File: config.mk
export PLATFORM = sky130hd
export DESIGN_NAME = updi_link
export DESIGN_NICKNAME = d
export VERILOG_FILES = /design/src/logic/updi_pkg.sv /design/src/logic/updi_byte_fifo.sv /design/src/logic/updi_instruction_converter.sv /design/src/logic/updi_instruction_queue_handler.sv /design/src/logic/updi_link.sv /design/src/logic/updi_serial_tx.sv
export SDC_FILE = /design/constraint.sdc
export NUM_CORES = 1
export LEC_CHECK = 0
export BUFFER_PORTS_ARGS = -buffer_cell sky130_fd_sc_hd__buf_2
export CAP_MARGIN = 20
export CORE_UTILIZATION = 59
export DETAILED_ROUTE_END_ITERATION = 10
export MAX_ROUTING_LAYER = met4
export PLACE_DENSITY = 0.77
export SYNTH_ARGS = -nofsm -noshare
export SYNTH_HDL_FRONTEND = slang
export SYNTH_SLANG_ARGS = --single-unit
File: constraint.sdc
create_clock -name clk -period 4.05 [get_ports clk]
set_input_delay 0.6075 -clock clk [delete_from_list [all_inputs] [get_ports clk]]
set_output_delay 0.6075 -clock clk [all_outputs]
set_load 0.01 [all_outputs]
File: src/logic/updi_pkg.sv
// widths, commands, state encodings, protocol constants and timing of the UPDI host link
`default_nettype none

package updi_pkg;

	// sizes
	localparam int updi_max_data = 4;
	localparam int updi_fifo_depth = 8;
	localparam int updi_clks_per_bit = 8;

	typedef logic [7:0] updi_byte_t;
	typedef logic [15:0] updi_addr_t;
	typedef logic [3:0] updi_cs_reg_t;

	// one extra bit so a full buffer length fits
	typedef logic [$clog2(updi_max_data):0] updi_len_t;

	// bit i set means wait for ACK after data byte i
	typedef logic [updi_max_data-1:0] updi_ack_mask_t;

	// protocol characters and opcodes
	localparam updi_byte_t updi_synch = 8'h55;
	localparam updi_byte_t updi_op_ldcs_base = 8'h80;
	localparam updi_byte_t updi_op_stcs_base = 8'hC0;
	localparam updi_byte_t updi_op_sts_b16 = 8'h44;

	typedef enum logic [1:0] {
		updi_cmd_ldcs,
		updi_cmd_stcs,
		updi_cmd_sts
	} updi_cmd_e;

	// byte sequencer
	typedef enum logic [2:0] {
		hdlr_idle,
		hdlr_wr_synch,
		hdlr_wr_opcode,
		hdlr_wr_data,
		hdlr_wait_ack
	} updi_hdlr_state_e;

	// serial frame transmitter
	typedef enum logic [2:0] {
		tx_idle,
		tx_start,
		tx_data,
		tx_parity,
		tx_stop
	} updi_tx_state_e;

endpackage

`default_nettype wire

File: src/logic/updi_byte_fifo.sv
// synchronous byte FIFO between the sequencer and the serial transmitter, early full flag
`timescale 1ns/1ps
`default_nettype none

module updi_byte_fifo (
	input wire clk,
	input wire rst,

	input wire wr_en,
	input wire updi_pkg::updi_byte_t wr_data,
	input wire rd_en,

	output updi_pkg::updi_byte_t rd_data,
	output logic full,
	output logic empty
);

	updi_pkg::updi_byte_t mem [updi_pkg::updi_fifo_depth];
	logic [$clog2(updi_pkg::updi_fifo_depth)-1:0] wr_ptr;
	logic [$clog2(updi_pkg::updi_fifo_depth)-1:0] rd_ptr;
	logic [$clog2(updi_pkg::updi_fifo_depth):0] count;

	// pointers wrap on their own since the depth is a power of two
	always_ff @(posedge clk) begin
		if (rst) begin
			wr_ptr <= '0;
			rd_ptr <= '0;
			count <= '0;
		end
		else begin
			if (wr_en) begin
				wr_ptr <= wr_ptr + 1'b1;
			end
			if (rd_en) begin
				rd_ptr <= rd_ptr + 1'b1;
			end
			case ({wr_en, rd_en})
				2'b10: count <= count + 1'b1;
				2'b01: count <= count - 1'b1;
				default: count <= count;
			endcase
		end
	end

	always_ff @(posedge clk) begin
		if (wr_en) begin
			mem[wr_ptr] <= wr_data;
		end
	end

	// show-ahead read of the head entry
	assign rd_data = mem[rd_ptr];
	assign empty = (count == 0);
	// one entry early, leaves room for the write already in flight
	assign full = (count >= updi_pkg::updi_fifo_depth - 1);

	a_no_overflow: assert property (@(posedge clk) disable iff (rst)
		(count == updi_pkg::updi_fifo_depth) |-> !wr_en);

	a_no_underflow: assert property (@(posedge clk) disable iff (rst)
		rd_en |-> !empty);

endmodule

`default_nettype wire

File: src/logic/updi_instruction_converter.sv
// host command latch producing the UPDI opcode, data bytes, length and ACK mask
`timescale 1ns/1ps
`default_nettype none

module updi_instruction_converter (
	input wire clk,
	input wire rst,

	// host side
	input wire cmd_start,
	input wire updi_pkg::updi_cmd_e cmd,
	input wire updi_pkg::updi_cs_reg_t cmd_reg,
	input wire updi_pkg::updi_addr_t cmd_addr,
	input wire updi_pkg::updi_byte_t cmd_data,
	output logic ready,

	// sequencer side
	input wire hdlr_ready,
	input wire hdlr_done,
	output logic start,
	output updi_pkg::updi_byte_t opcode,
	output updi_pkg::updi_byte_t data [updi_pkg::updi_max_data],
	output updi_pkg::updi_len_t data_len,
	output updi_pkg::updi_ack_mask_t wait_ack_after
);

	logic busy;
	logic accept;

	// busy covers the cycle before the handler drops its own ready
	assign ready = hdlr_ready && !busy;
	assign accept = cmd_start && ready;

	always_ff @(posedge clk) begin
		if (rst) begin
			busy <= 1'b0;
			start <= 1'b0;
		end
		else begin
			start <= accept;
			if (accept) begin
				busy <= 1'b1;
			end
			else if (hdlr_done) begin
				busy <= 1'b0;
			end
		end
	end

	// command payload, stable until the handler reports done
	always_ff @(posedge clk) begin
		if (accept) begin
			for (int i = 0; i < updi_pkg::updi_max_data; i++) begin
				data[i] <= '0;
			end
			data_len <= '0;
			wait_ack_after <= '0;

			case (cmd)
				updi_pkg::updi_cmd_stcs: begin
					opcode <= updi_pkg::updi_op_stcs_base | {4'h0, cmd_reg};
					data[0] <= cmd_data;
					data_len <= updi_pkg::updi_len_t'(1);
				end

				updi_pkg::updi_cmd_sts: begin
					opcode <= updi_pkg::updi_op_sts_b16;
					data[0] <= cmd_addr[7:0];
					data[1] <= cmd_addr[15:8];
					data[2] <= cmd_data;
					data_len <= updi_pkg::updi_len_t'(3);
					// target ACKs the address and then the data byte
					wait_ack_after <= updi_pkg::updi_ack_mask_t'(4'b0110);
				end

				default: begin
					// LDCS, opcode only
					opcode <= updi_pkg::updi_op_ldcs_base | {4'h0, cmd_reg};
				end
			endcase
		end
	end

	// host must respect ready, which depends on the sequencer as well
	a_start_when_ready: assert property (@(posedge clk) disable iff (rst)
		cmd_start |-> ready);

endmodule

`default_nettype wire

File: src/logic/updi_instruction_queue_handler.sv
// UPDI byte sequencer writing SYNCH, opcode and data bytes into the TX FIFO with ACK pauses
`timescale 1ns/1ps
`default_nettype none

module updi_instruction_queue_handler (
	input wire clk,
	input wire rst,

	// control
	input wire start,
	output logic ready,
	output logic done,
	output logic waiting_for_ack,
	input wire ack_received,

	// command from the converter
	input wire updi_pkg::updi_byte_t opcode,
	input wire updi_pkg::updi_byte_t data [updi_pkg::updi_max_data],
	input wire updi_pkg::updi_len_t data_len,
	input wire updi_pkg::updi_ack_mask_t wait_ack_after,

	// FIFO write side
	output updi_pkg::updi_byte_t fifo_data,
	output logic fifo_wr_en,
	input wire fifo_full
);

	updi_pkg::updi_hdlr_state_e state;
	updi_pkg::updi_len_t counter;
	logic [$clog2(updi_pkg::updi_max_data)-1:0] idx;
	logic last_byte;

	assign idx = counter[$clog2(updi_pkg::updi_max_data)-1:0];
	assign last_byte = (updi_pkg::updi_len_t'(counter + 1'b1) == data_len);

	always_ff @(posedge clk) begin
		// strobes default low
		fifo_wr_en <= 1'b0;
		waiting_for_ack <= 1'b0;
		done <= 1'b0;

		if (rst) begin
			state <= updi_pkg::hdlr_idle;
			ready <= 1'b0;
			counter <= '0;
		end
		else begin
			case (state)
				updi_pkg::hdlr_idle: begin
					if (start) begin
						ready <= 1'b0;
						state <= updi_pkg::hdlr_wr_synch;
					end
					else begin
						ready <= 1'b1;
					end
				end

				updi_pkg::hdlr_wr_synch: begin
					if (!fifo_full) begin
						fifo_data <= updi_pkg::updi_synch;
						fifo_wr_en <= 1'b1;
						state <= updi_pkg::hdlr_wr_opcode;
					end
				end

				updi_pkg::hdlr_wr_opcode: begin
					if (!fifo_full) begin
						fifo_data <= opcode;
						fifo_wr_en <= 1'b1;
						counter <= '0;
						// LDCS has no data bytes
						if (data_len != '0) begin
							state <= updi_pkg::hdlr_wr_data;
						end
						else begin
							state <= updi_pkg::hdlr_idle;
							done <= 1'b1;
						end
					end
				end

				updi_pkg::hdlr_wr_data: begin
					if (!fifo_full) begin
						fifo_data <= data[idx];
						fifo_wr_en <= 1'b1;
						// an ACK already here skips the wait state
						if (wait_ack_after[idx] && !ack_received) begin
							state <= updi_pkg::hdlr_wait_ack;
						end
						else if (last_byte) begin
							state <= updi_pkg::hdlr_idle;
							done <= 1'b1;
						end
						else begin
							counter <= counter + 1'b1;
						end
					end
				end

				updi_pkg::hdlr_wait_ack: begin
					if (ack_received) begin
						if (last_byte) begin
							state <= updi_pkg::hdlr_idle;
							done <= 1'b1;
						end
						else begin
							counter <= counter + 1'b1;
							state <= updi_pkg::hdlr_wr_data;
						end
					end
					else begin
						waiting_for_ack <= 1'b1;
					end
				end

				default: begin
					state <= updi_pkg::hdlr_idle;
				end
			endcase
		end
	end

	// the write lands a cycle after the decision, so full must block the next write
	a_no_write_after_full: assert property (@(posedge clk) disable iff (rst)
		fifo_full |=> !fifo_wr_en);

endmodule

`default_nettype wire

File: src/logic/updi_link.sv
// top level of the UPDI host link: converter, sequencer, byte FIFO and serial transmitter
`timescale 1ns/1ps
`default_nettype none

module updi_link (
	input wire clk,
	input wire rst,

	input wire cmd_start,
	input wire updi_pkg::updi_cmd_e cmd,
	input wire updi_pkg::updi_cs_reg_t cmd_reg,
	input wire updi_pkg::updi_addr_t cmd_addr,
	input wire updi_pkg::updi_byte_t cmd_data,
	output logic ready,
	output logic done,
	output logic waiting_for_ack,
	input wire ack_received,

	output logic updi_tx
);

	// converter to sequencer
	logic hdlr_ready;
	logic hdlr_start;
	updi_pkg::updi_byte_t seq_opcode;
	updi_pkg::updi_byte_t seq_data [updi_pkg::updi_max_data];
	updi_pkg::updi_len_t seq_len;
	updi_pkg::updi_ack_mask_t seq_ack_mask;

	// sequencer to FIFO to transmitter
	updi_pkg::updi_byte_t fifo_wr_data;
	logic fifo_wr_en;
	logic fifo_full;
	updi_pkg::updi_byte_t fifo_rd_data;
	logic fifo_rd_en;
	logic fifo_empty;

	updi_instruction_converter u_converter (
		.clk(clk), .rst(rst),
		.cmd_start(cmd_start), .cmd(cmd), .cmd_reg(cmd_reg),
		.cmd_addr(cmd_addr), .cmd_data(cmd_data), .ready(ready),
		.hdlr_ready(hdlr_ready), .hdlr_done(done), .start(hdlr_start),
		.opcode(seq_opcode), .data(seq_data), .data_len(seq_len),
		.wait_ack_after(seq_ack_mask)
	);

	updi_instruction_queue_handler u_handler (
		.clk(clk), .rst(rst),
		.start(hdlr_start), .ready(hdlr_ready), .done(done),
		.waiting_for_ack(waiting_for_ack), .ack_received(ack_received),
		.opcode(seq_opcode), .data(seq_data), .data_len(seq_len),
		.wait_ack_after(seq_ack_mask),
		.fifo_data(fifo_wr_data), .fifo_wr_en(fifo_wr_en), .fifo_full(fifo_full)
	);

	updi_byte_fifo u_fifo (
		.clk(clk), .rst(rst),
		.wr_en(fifo_wr_en), .wr_data(fifo_wr_data), .rd_en(fifo_rd_en),
		.rd_data(fifo_rd_data), .full(fifo_full), .empty(fifo_empty)
	);

	updi_serial_tx u_tx (
		.clk(clk), .rst(rst),
		.empty(fifo_empty), .rd_data(fifo_rd_data), .rd_en(fifo_rd_en),
		.updi_tx(updi_tx)
	);

endmodule

`default_nettype wire

File: src/logic/updi_serial_tx.sv
// UPDI frame transmitter: start bit, 8 data bits LSB first, even parity, two stop bits
`timescale 1ns/1ps
`default_nettype none

module updi_serial_tx (
	input wire clk,
	input wire rst,

	input wire empty,
	input wire updi_pkg::updi_byte_t rd_data,
	output logic rd_en,

	output logic updi_tx
);

	updi_pkg::updi_tx_state_e state;
	logic [$clog2(updi_pkg::updi_clks_per_bit)-1:0] clk_cnt;
	logic [2:0] bit_cnt;
	updi_pkg::updi_byte_t shift_reg;
	logic parity_bit;
	logic bit_end;
	logic pop;

	assign bit_end = (clk_cnt == updi_pkg::updi_clks_per_bit - 1);

	// pop when idle, or in the last cycle of the second stop bit for back to back frames
	assign pop = !empty && ((state == updi_pkg::tx_idle) ||
		(state == updi_pkg::tx_stop && bit_end && bit_cnt == 3'd1));
	assign rd_en = pop;

	always_ff @(posedge clk) begin
		if (rst) begin
			state <= updi_pkg::tx_idle;
			updi_tx <= 1'b1;
			clk_cnt <= '0;
			bit_cnt <= '0;
		end
		else if (pop) begin
			shift_reg <= rd_data;
			parity_bit <= ^rd_data;
			state <= updi_pkg::tx_start;
			updi_tx <= 1'b0;
			clk_cnt <= '0;
		end
		else if (state != updi_pkg::tx_idle) begin
			clk_cnt <= bit_end ? '0 : clk_cnt + 1'b1;
			if (bit_end) begin
				case (state)
					updi_pkg::tx_start: begin
						state <= updi_pkg::tx_data;
						updi_tx <= shift_reg[0];
						bit_cnt <= '0;
					end
					updi_pkg::tx_data: begin
						if (bit_cnt == 3'd7) begin
							state <= updi_pkg::tx_parity;
							updi_tx <= parity_bit;
						end
						else begin
							shift_reg <= shift_reg >> 1;
							updi_tx <= shift_reg[1];
							bit_cnt <= bit_cnt + 1'b1;
						end
					end
					updi_pkg::tx_parity: begin
						state <= updi_pkg::tx_stop;
						updi_tx <= 1'b1;
						bit_cnt <= '0;
					end
					default: begin
						// stop bits, line stays high; FIFO was empty at the end
						if (bit_cnt == 3'd1) begin
							state <= updi_pkg::tx_idle;
						end
						else begin
							bit_cnt <= bit_cnt + 1'b1;
						end
					end
				endcase
			end
		end
	end

endmodule

`default_nettype wire

---- After elaboration in Yosys (flattened, before gate mapping) ----
Memory sizes are Yosys's and may differ from the RTL's. A register that Yosys moved wholly into a read port is not among the register bits.
Index checks and enable logic that the tools add are counted.
Widths: inputs -> output; s select.
word-level totals
  memories kept ........................... 1
  memory bits (writable) .................. 64
  output and inout bits ................... 4
  word-level logic and storage cells ...... 175
  flip-flop bits (word level) ............. 88
  input bits .............................. 34
memories
  memory      words  bits a word  read ports  clocked after memory_dff  write ports  RTL line              source
  u_fifo.mem  8      8            1           1                         1            updi_byte_fifo.sv:18  updi_pkg::updi_byte_t mem [updi_pkg::updi_fifo_depth];
operators by class
  reduce and logical (&&, ||, !) cells .... 40
  bitwise gates (word level) .............. 5
  add/subtract/negate cells ............... 7
  mux-type cells .......................... 66
  order comparisons ....................... 3
  equality and inequality tests ........... 28
operators with widths
  operator             count
  $mux 8               10
  $mux 3               20
  $pmux 8 s2           2
  $pmux 8 s3           1
  $mux 1               21
  $reduce_and 5->1     4
  $pmux 3 s3           2
  $bmux 8 s2           1
  $ne 2x2->1 const B   8
  $add 3x1->3 const B  5
  $pmux 3 s5           1
  $eq 3x2->1 const B   4
  $eq 3x3->1 const B   4
  $reduce_bool 3->1    4
  $reduce_bool 2->1    5
  $eq 3x1->1 const B   3
  $pmux 4 s2           1
  $reduce_and 4->1     2
  $reduce_bool 4->1    2
  $reduce_or 2->1      4
  $reduce_xor 8->1     1
  $logic_and 1x1->1    6
  $logic_not 3->1      2
  $pmux 1 s3           2
  other kinds (26)     34

---- Logic depth before layout (Yosys ltp) ----
Gate-level depths: netlist of the first run.
  word-level depth ........................ 7
  depth in mapped cells ................... 13

---- By module ----
From an unflattened synthesis of the first run, not the netlist that was laid out.
unflattened totals
  cell total of the unflattened synthesis .. 483
  area total of the unflattened synthesis .. 6,927.9 um^2
modules (own cells, without submodules)
  module                          instances  area each (um^2)  cells an instance
  updi_byte_fifo                  1          3,099.2           164
  updi_instruction_converter      1          1,447.6           104
  updi_instruction_queue_handler  1          1,282.5           112
  updi_serial_tx                  1          1,098.6           103

---- Worst setup path after synthesis of the first run ----
No wires, ideal clock.
  kind .................................... flip-flop to flip-flop
  from .................................... register u_tx.clk_cnt[0] (netlist name)
  to ...................................... register u_fifo.count[2] (netlist name)
  data required time ...................... 3,980 ps
  arrival ................................. 3,021 ps
  period minus slack after synthesis ...... 3,091 ps
  stages on the path, launching flop included .. 14
  slack ................................... 959 ps
  path buffers ............................ 2
  cell sequence ........................... dfxtp_1 -> ha_1 -> ha_1 -> buf_2 -> nand3b_1 -> a2111oi_4 -> clkbuf_1 -> ha_1 -> xor2_1 -> ha_1 -> a21oi_1 -> xor2_1 -> or3_1 -> a21oi_1
on the way
  cells in the longest elaborated chain, start to end .. 7
  elaborated cells on any way between the ends .. 9
  those cells by class .................... 3 x eq/ne; 1 x mux; 5 x reduce/logical
RTL lines
  element                                          RTL line              source
  start: declaration                               updi_serial_tx.sv:17  logic [$clog2(updi_pkg::updi_clks_per_bit)-1:0] clk_cnt;
  start signal: assignment                         updi_serial_tx.sv:46  clk_cnt <= bit_end ? '0 : clk_cnt + 1'b1;
  $eq 3x3->1 (*)                                   updi_serial_tx.sv:24  assign bit_end = (clk_cnt == updi_pkg::updi_clks_per_bit - 1);
  $logic_and 1x1->1 (*) (2 in series)              updi_serial_tx.sv:28  (state == updi_pkg::tx_stop && bit_end && bit_cnt == 3'd1));
  $logic_or 1x1->1 (*)                             updi_serial_tx.sv:27  assign pop = !empty && ((state == updi_pkg::tx_idle) ||
  $logic_and 1x1->1 (*)                            updi_serial_tx.sv:27
  $eq 2x1->1 or $eq 2x2->1 (tied branches)         updi_byte_fifo.sv:37  case ({wr_en, rd_en})
  $pmux 4 s2 or $reduce_bool 2->1 (tied branches)  -
  end signal: assignment                           updi_byte_fifo.sv:38  2'b10: count <= count + 1'b1;
  end signal: assignment                           updi_byte_fifo.sv:39  2'b01: count <= count - 1'b1;
  end signal: assignment                           updi_byte_fifo.sv:40  default: count <= count;
  end: declaration                                 updi_byte_fifo.sv:21  logic [$clog2(updi_pkg::updi_fifo_depth):0] count;
Mark *: on every way between the ends. The rest lies on a longest branch, timed or not.
A chain may end at the register's enable or synchronous reset.

---- Worst setup path in the final report of the first run ----
Ends and elaborated chain as after synthesis.

==> metrics.txt, run 1 <==
status finished clean; drt wl/cell between 15 and 20 um; gpl congestion 0.789; syn_nets 560; met1 wire length 5120 um; crit-path max FO 29; total track usage 23.6%; main flop type after synthesis edfxtp_1; pin count of the biggest net entering global routing 37; WS Path Type reg2reg; synth warn 0; max reg flops 64; slowest CP cell a2111oi_4; max cap viols 0; P_leak 2.65 nW; H-tree depth 4; GRT Residual Overflow 0; site row count 38; drt first pass iters 4; Tcrit/Tclk final 78.2%; Yosys top cell by area edfxtp_1; Reg2Reg Launch Point u_tx.clk_cnt[0]$_SDFFE_PP0P_; detailed router's first-iteration violation count between 200 and 300; achievable clock frequency 316 MHz; CP cell instances ha_1 > ha_1 > nand3b_1 > a2111oi_4 > buf_4 > ha_1 > xor2_1 > ha_1 > a21oi_1 > xor2_1 > or3_1 > a21oi_1; Async SR Flop Fraction 0%; Core Box Area 11000 um2; # resized after CTS 0; Final Slew Violations 0; Antenna Nets Post-Route 0; Power per Cell Area 611 nW/um2; Clock Tree Root clkbuf_16; initial antenna violation count 0; Hold WC Path Type in2reg; top sig layer met4; unrepaired setup endpoints after global routing false; Post-Syn Area 6760 um2; biggest regs u_fifo.mem (64), u_converter.data (24); post-synthesis sequential area ratio between 60% and 70%; global-route wire length before repair 19800 um; final wirelength 12200 um; worst path required time 4390 ps; crit path launch type register; most frequent cells in the layout 112 x edfxtp_1, 50 x nor2_1, 37 x buf_2, 35 x a21oi_1, 35 x dfxtp_1; CP peak stage delay roughly 370 ps; Fin. Hold Viols 0; Net Sw Frac 29.1%; Vias 4070; n_diodes 0; average size of a mapped cell 13.2 um2; Comb power frac 24.0%; clk_lat worst skew 410 ps; CTS Buf Count 17; TNS Setup 0 ps; Design Area, Final 7600 um2; clk buf depth 2; DRC violations left 0; switching power approximately 1.4 mW; Clock Power Share 32.2%; R2R Setup Slk 880 ps; Placed Area 7000 um2; Sink Count 147; Seq pwr share 43.7%; end point of the critical path u_fifo.count[2]$_SDFFE_PP0P_; slack of the critical path ~880 ps; area grow syn2layout 12.4%; final clock skew 7.33 ps; Unique masters post-synth 53; Synth area leaders edfxtp_1 50%, dfxtp_1 10%, mux4_1 4.7%, mux2i_1 3.3%, nor2_1 2.8%; DP Wirelength 7970 um; Synth top area share between 40% and 50%; Post-synth EDFFs roughly 110; min Tclk post-route 3170 ps; Met2 Routed Length 6200 um; Vias/cell 5.82; Initial Util 61.6%; CTS Hold Bufs 0; critical path's most frequent cell ha_1; routed wl met3 476 um; Hold Crit Depth 2; Slew headroom 37.1%; reg2reg end u_fifo.count[2]$_SDFFE_PP0P_; VDD IR max ~0.48 mV; Layout fillers between 700 and 800; vias in the first global route 3992; CP Launch Point u_tx.clk_cnt[0]$_SDFFE_PP0P_; Final Util 69.2%; Die ar. 11900 um2; CP arrival 3510 ps; postcts setup bufs 0; share of cells above drive strength 1 15.6%; commonest non-fill, non-tap cell in the layout edfxtp_1; CTS tree done; Slew @ Worst Pin 942 ps; die span in y between 100 and 150 um; clock slew at reported path FFs 60 ps; Reg with most FFs u_fifo.mem; Chip Width between 100 and 150 um; crit path capture type register; I/O pins 38; pre-CTS WS approximately 900 ps; cell count after synthesis 512; number of synthesized register bits 147; Nets 594; Power, Total roughly 4.6 mW; Port Buffers 37; P_int 3.29 mW; final setup violation count 0; R2R cell count 12
[power by group through the flow]
| stage | Clock, mW | Combinational (mW) | Sequential, mW |
|---|---|---|---|
| after global placement | 0 | 1.04 | 2.05 |
| final | 1.50 | 1.11 | 2.03 |
| after global routing | 1.57 | 1.23 | 2.06 |
| after detailed placement | 0 | 1.09 | 2.06 |
| after CTS | 1.52 | 1.10 | 2.03 |
| after floorplan | 0 | 0.984 | 1.94 |
[logic make-up (layout without fill, tap and decap cells)]
kind of cell	Yosys count	after routing	synth area share, %
AOI/OAI and AO/OA	86	86	8.16
xor gates and xnor gates	32	32	4.14
and+or+nand+nor	150	150	11.1
adders and majority gates	14	14	2.59
DFF	147	147	60.1
muxes	43	43	10.8
buffers and inverters	40	87	3.09
[worst max-delay path: cells and delay by family, from the launching register on]
kind                       cells  cell delay, ps
AOI/OAI and AO/OA              3             580
xor gates and xnor gates       2             360
adders and majority gates      4             950
buffers and inverters          1             350
DFF                            1             360
and+or+nand+nor                2             500
[per-stage QoR]
step | instances | hold WS (ps)
4_1_cts | 698 | 395
3_3_place_gp | 666 | 428
5_1_grt | 699 | 399
3_5_place_dp | 666 | 441
6_report | 699 | 413
2_1_floorplan | 512 | 413
[layout make-up]
cell class / instances / area [um2] / share of cell area [%]
Multi-Input combinational cell: 325 / 2490 / 32.8
Clock inverter: 10 / 78.8 / 1.04
Tap cell: 140 / 175 / 2.31
Timing Repair Buffer: 43 / 250 / 3.29
Inverter: 12 / 45.0 / 0.593
Clock buffer: 22 / 497 / 6.54
Sequential cell: 147 / 4060 / 53.5
[synth_stat cells, types with 8 or more instances]
library cell and number:
dfxtp_1 35, mux4_1 12, xor2_1 16, and2_1 16
nand2_1 20, edfxtp_1 112, nor3_1 17, ha_1 14
clkbuf_1 18, xnor2_1 16, inv_1 12, nand2b_1 9
nor2_1 50, a21oi_1 35, mux4_2 8, o21ai_0 16
mux2i_1 22, a22oi_1 8, nor2b_1 13
[layer usage]
layer | vias up | track usage [%]
li1 | 1972 | -
met1 | 1952 | 27.0
met2 | 115 | 38.3
met3 | 31 | 5.92
met4 | 0 | 12.5
met5 | - | -
[how the worst min path moves through the flow]
stage | from | endpoint | slack, ps
floorplan | u_converter.start$_SDFF_PP0_ | u_handler.ready$_SDFFE_PP0N_ | 410
global placement | u_converter.start$_SDFF_PP0_ | u_handler.ready$_SDFFE_PP0N_ | 430
detailed placement | u_converter.start$_SDFF_PP0_ | u_handler.ready$_SDFFE_PP0N_ | 440
CTS | ack_received | u_handler.waiting_for_ack$_SDFF_PP0_ | 390
global route | ack_received | u_handler.waiting_for_ack$_SDFF_PP0_ | 400
finish | ack_received | u_handler.waiting_for_ack$_SDFF_PP0_ | 410
Note: power is estimated with default switching activity, not from simulation.
==> run 2: changes to the inputs <==
CORE_UTILIZATION = 55   (was 59)
PLACE_DENSITY = 0.76   (was 0.77)
clock period = 2.9 ns   (was 4.05 ns; I/O delays follow)
==> metrics.txt, run 2 (synthesis gave the netlist of run 1 again) <==
vias in the first global route 4133 (+3.5%); Port Buffers 37 (unchanged); unrepaired setup endpoints after global routing false; max reg flops 64 (unchanged); final clock skew 6.31 ps (-1.02 ps); P_int 4.96 mW (+51%); DP Wirelength 8080 um (+1.3%); hold_ws 246 ps (-167 ps); Core Box Area 12000 um2 (+9.4%); WS Path Type reg2reg; achievable clock frequency 381 MHz (+21%); Sink Count 147 (unchanged); Antenna Nets Post-Route 0 (unchanged); VDD IR max 0.451 mV (-6.6%); status finished clean; CTS Hold Bufs 0 (unchanged); pin count of the biggest net entering global routing 37 (unchanged); area grow syn2layout 14.6%; # resized after CTS 0 (unchanged); worst path required time 3240 ps (-1150 ps); Design Area, Final 7750 um2 (+2.0%); CTS tree done; Slew headroom 37.4% (+0.30 points); CP arrival 2970 ps (-540 ps); clk buf depth 2 (unchanged); postcts setup bufs 0 (unchanged); pre-CTS WS 302 ps (-624 ps); Layout fillers 902 (+18%); switching power 1.93 mW (+43%); H-tree depth 4 (unchanged); Clock Tree Root clkbuf_16; final setup violation count 0 (unchanged); n_diodes 0 (unchanged); detailed router's first-iteration violation count 264 (+0.38%); share of cells above drive strength 1 17.3% (+1.7 points); GRT busiest layer met2; Vias 4108 (+0.93%); Placed Area 7070 um2 (+1.1%); Die ar. 12700 um2 (+7.1%); DRC violations left 0 (unchanged); P_leak 2.72 nW (+2.8%); global-route wire length before repair 20200 um (+1.7%); gpl congestion 0.821 (+4.1%); most frequent cells in the layout 112 x edfxtp_1, 50 x nor2_1, 37 x buf_2, 35 x a21oi_1, 35 x dfxtp_1; Comb power frac 24.3% (+0.3 points); Power per Cell Area 890 nW/um2 (+46%); die span in y 113 um (+3.5%); max cap viols 0 (unchanged); Net Sw Frac 28.0% (-1.1 points); clk_lat worst skew 420 ps (about the same); crit path capture type register; Vias/cell 5.75 (-1.2%); site row count 40 (+5.3%); clock slew at reported path FFs 60 ps (about the same); Reg with most FFs u_fifo.mem; Chip Width 113 um (+3.5%); Final Slew Violations 0 (unchanged); met1 Usage GRT 23.8% (-3.2 points); Nets 602 (+1.3%); GRT met3 Usage 4.34% (-1.6 points); I/O pins 38 (unchanged); Seq pwr share 39.9% (-3.8 points); Clock Power Share 35.8% (+3.6 points); Tcrit/Tclk final 90.5% (+12 points); Hold WC Path Type in2reg; met2 usage 38.1% (-0.25 points); CTS Buf Count 17 (unchanged); Initial Util 56.3% (-5.3 points); crit-path max FO 28 (-3.4%); Power, Total 6.89 mW (+48%); total track usage 21.5% (-2.1 points); drt first pass iters 5 (+1); GRT Residual Overflow 0 (unchanged); Slew @ Worst Pin 935 ps (-6.59 ps); crit path launch type register; TNS Setup 0 ps (unchanged); biggest regs u_fifo.mem (64), u_converter.data (24); commonest non-fill, non-tap cell in the layout edfxtp_1; slack of the critical path 276 ps (-605 ps); min Tclk post-route 2620 ps (-545 ps); initial antenna violation count 0 (unchanged); drt wl/cell 17.2 um (-1.3%); Fin. Hold Viols 0 (unchanged); final wirelength 12300 um (+0.78%)
[run 2: critical path, cell delays in order (launching register included)]
cell       delay, ps
dfxtp_1          350
ha_1             160
ha_1             160
nand3b_1         140
a2111oi_4        340
buf_4            350
ha_1             270
a21oi_1          110
xor2_1           170
or3_1            340
a21oi_1          150
[run 2: path summary, 6_finish.rpt]
path	startpoint	to	slack, ps	cells past startpoint
min	ack_received	u_handler.waiting_for_ack$_SDFF_PP0_	250	2
min reg2reg	u_converter.start$_SDFF_PP0_	u_handler.ready$_SDFFE_PP0N_	430	1
max reg2reg	u_tx.clk_cnt[0]$_SDFFE_PP0P_	u_fifo.count[2]$_SDFFE_PP0P_	280	10
max	u_tx.clk_cnt[0]$_SDFFE_PP0P_	u_fifo.count[2]$_SDFFE_PP0P_	280	10
[run 2: area by class of cell]
cell class,instances,area (um2),share of cell area (%)
inverters,12,45.0,0.581
well taps,147,184,2.37
clock inverters,13,231,2.99
repair buffers,51,290,3.75
multi-input cells,325,2490,32.1
clock buffers,19,443,5.72
flip-flops and latches,147,4060,52.4
[run 2: metal layers]
layer  vias to the layer above  share of wire [%]
met1                      2004                 41
met3                        15                3.5
li1                       1998                  -
met2                        91                 54
met5                         -                  0
met4                         0                1.6
[run 2: power groups by stage]
| stage | clock network (mW) | logic, mW | registers [mW] |
|---|---|---|---|
| floorplan | 0 | 1.40 | 2.71 |
| global placement | 0 | 1.58 | 2.77 |
| detailed placement | 0 | 1.65 | 2.79 |
| CTS | 2.49 | 1.68 | 2.75 |
| global route | 2.59 | 1.86 | 2.78 |
| finish | 2.47 | 1.67 | 2.75 |
[run 2: metrics by stage]
step | instances | util, %
2_1_floorplan | 512 | -
3_3_place_gp | 682 | 58.9
3_5_place_dp | 682 | 58.9
4_1_cts | 714 | 64.5
5_1_grt | 714 | 64.5
6_report | 714 | 64.5
==> run 3: changes to the inputs <==
CORE_UTILIZATION = 50   (was 55)
PLACE_DENSITY = 0.7   (was 0.76)
==> metrics.txt, run 3 (synthesis gave the netlist of run 1 again) <==
status finished clean; max cap viols 0 (unchanged); most frequent cells in the layout 112 x edfxtp_1, 50 x nor2_1, 37 x buf_2, 35 x a21oi_1, 35 x dfxtp_1; Chip Width 118 um (+4.8%); vias in the first global route 4152 (+0.46%); Final Slew Violations 0 (unchanged); global-route wire length before repair 19900 um (-1.2%); final wirelength 11800 um (-3.6%); Port Buffers 37 (unchanged); Power, Total 6.49 mW (-5.8%); initial antenna violation count 0 (unchanged); clk_lat worst skew 420 ps (about the same); Power per Cell Area 844 nW/um2 (-5.1%); GRT Residual Overflow 0 (unchanged); clk buf depth 2 (unchanged); TNS Setup 0 ps (unchanged); Clock Power Share 32.3% (-3.5 points); max reg flops 64 (unchanged); unrepaired setup endpoints after global routing false; switching power 1.87 mW (-3.0%); final setup violation count 0 (unchanged); CTS Hold Bufs 0 (unchanged); P_leak 2.68 nW (-1.4%); Reg with most FFs u_fifo.mem; I/O pins 38 (unchanged); Initial Util 51.3% (-5.0 points); Tcrit/Tclk final 90.0% (-0.48 points); Slew @ Worst Pin 900 ps (-35.2 ps); n_diodes 0 (unchanged); CTS Buf Count 17 (unchanged); Placed Area 7110 um2 (+0.51%); Sink Count 147 (unchanged); Layout fillers 1038 (+15%); DP Wirelength 8120 um (+0.52%); Comb power frac 25.5% (+1.2 points); WS Path Type reg2reg; Die ar. 14000 um2 (+9.8%); share of cells above drive strength 1 16.9% (-0.35 points); VDD IR max 0.454 mV (+0.80%); P_int 4.62 mW (-6.9%); DP Cell Count 711 (+4.3%); Core Box Area 13200 um2 (+9.8%); final clock skew 8.46 ps (+2.15 ps); Slew headroom 39.3% (+1.8 points); crit path launch type register; pre-CTS WS 296 ps (-5.99 ps); CTS tree done; commonest non-fill, non-tap cell in the layout edfxtp_1; Seq pwr share 42.3% (+2.4 points); die span in y 118 um (+4.8%); Design Area, Final 7690 um2 (-0.78%); CP arrival 2950 ps (-20 ps); min Tclk post-route 2610 ps (-13.9 ps); Vias/cell 5.48 (-4.8%); achievable clock frequency 383 MHz (+0.53%); final non-filler cell total 743 (+4.1%); postcts setup bufs 0 (unchanged); clock slew at reported path FFs 60 ps (about the same); biggest regs u_fifo.mem (64), u_converter.data (24); pin count of the biggest net entering global routing 37 (unchanged); Clock Tree Root clkbuf_16; DRC violations left 0 (unchanged); site row count 42 (+5.0%); crit-path max FO 28 (unchanged); total track usage 19.0% (-2.5 points); # resized after CTS 0 (unchanged); Vias 4071 (-0.90%); gpl congestion 0.827 (+0.67%); drt wl/cell 15.9 um (-7.3%); detailed router's first-iteration violation count 275 (+4.2%); worst path required time 3240 ps (about the same); Hold WC Path Type in2reg; drt first pass iters 4 (-1); Nets 602 (unchanged); H-tree depth 4 (unchanged); area grow syn2layout 13.7%; Fin. Hold Viols 0 (unchanged); slack of the critical path 290 ps (+13.9 ps); Antenna Nets Post-Route 0 (unchanged); crit path capture type register; Net Sw Frac 28.9% (+0.84 points)
==> run 3: cell count changes in the layout (fill, tap and decap cells not counted), moves of 2 or more <==
cell,delta
bufinv_16,-5
clkbuf_1,+2
clkbuf_8,+2
clkinv_2,+2
==> run 3: power by group through the flow <==
stage / logic [mW] / registers, mW / clock network (mW)
floorplan: 1.40 / 2.71 / 0
global placement: 1.59 / 2.77 / 0
detailed placement: 1.66 / 2.79 / 0
CTS: 1.67 / 2.74 / 2.13
global route: 1.84 / 2.77 / 2.23
finish: 1.65 / 2.74 / 2.10
==> run 3: final timing paths <==
kind                                start                                   end  slack, ps  cells past startpoint
max          u_tx.clk_cnt[0]$_SDFFE_PP0P_          u_fifo.count[2]$_SDFFE_PP0P_        290                     10
min                          ack_received  u_handler.waiting_for_ack$_SDFF_PP0_        250                      2
max reg2reg  u_tx.clk_cnt[0]$_SDFFE_PP0P_          u_fifo.count[2]$_SDFFE_PP0P_        290                     10
min reg2reg  u_converter.start$_SDFF_PP0_          u_handler.ready$_SDFFE_PP0N_        450                      1
==> run 3: layout make-up <==
cell class	instances	area, um2	share of cell area (%)
sequential	147	4060	52.9
multi-input combinational	325	2490	32.4
clock buffer	24	503	6.54
timing repair buffer	51	290	3.78
tap	176	220	2.86
clock inverter	8	75.1	0.976
inverter	12	45.0	0.586
==> run 3: per-layer routing <==
metal	share of wire [%]	GRT usage, %	up-vias
met5	0	-	-
met4	2.0	8.17	0
met3	3.9	4.54	23
met2	50	30.7	94
met1	44	22.8	1959
li1	-	-	1995
==> run 3: critical path, stage by stage (launching register included) <==
cell       delay, ps
dfxtp_1          360
ha_1             170
ha_1             160
nand3b_1         140
a2111oi_4        340
buf_4            340
ha_1             270
a21oi_1          100
xor2_1           170
or3_1            330
a21oi_1          160
==> run 3: metrics by stage <==
| step | utilization [%] | hold WS, ps |
|---|---|---|
| 2_1_floorplan | - | 413 |
| 3_3_place_gp | 53.9 | 428 |
| 3_5_place_dp | 53.9 | 442 |
| 4_1_cts | 58.3 | 237 |
| 5_1_grt | 58.3 | 240 |
| 6_report | 58.3 | 251 |
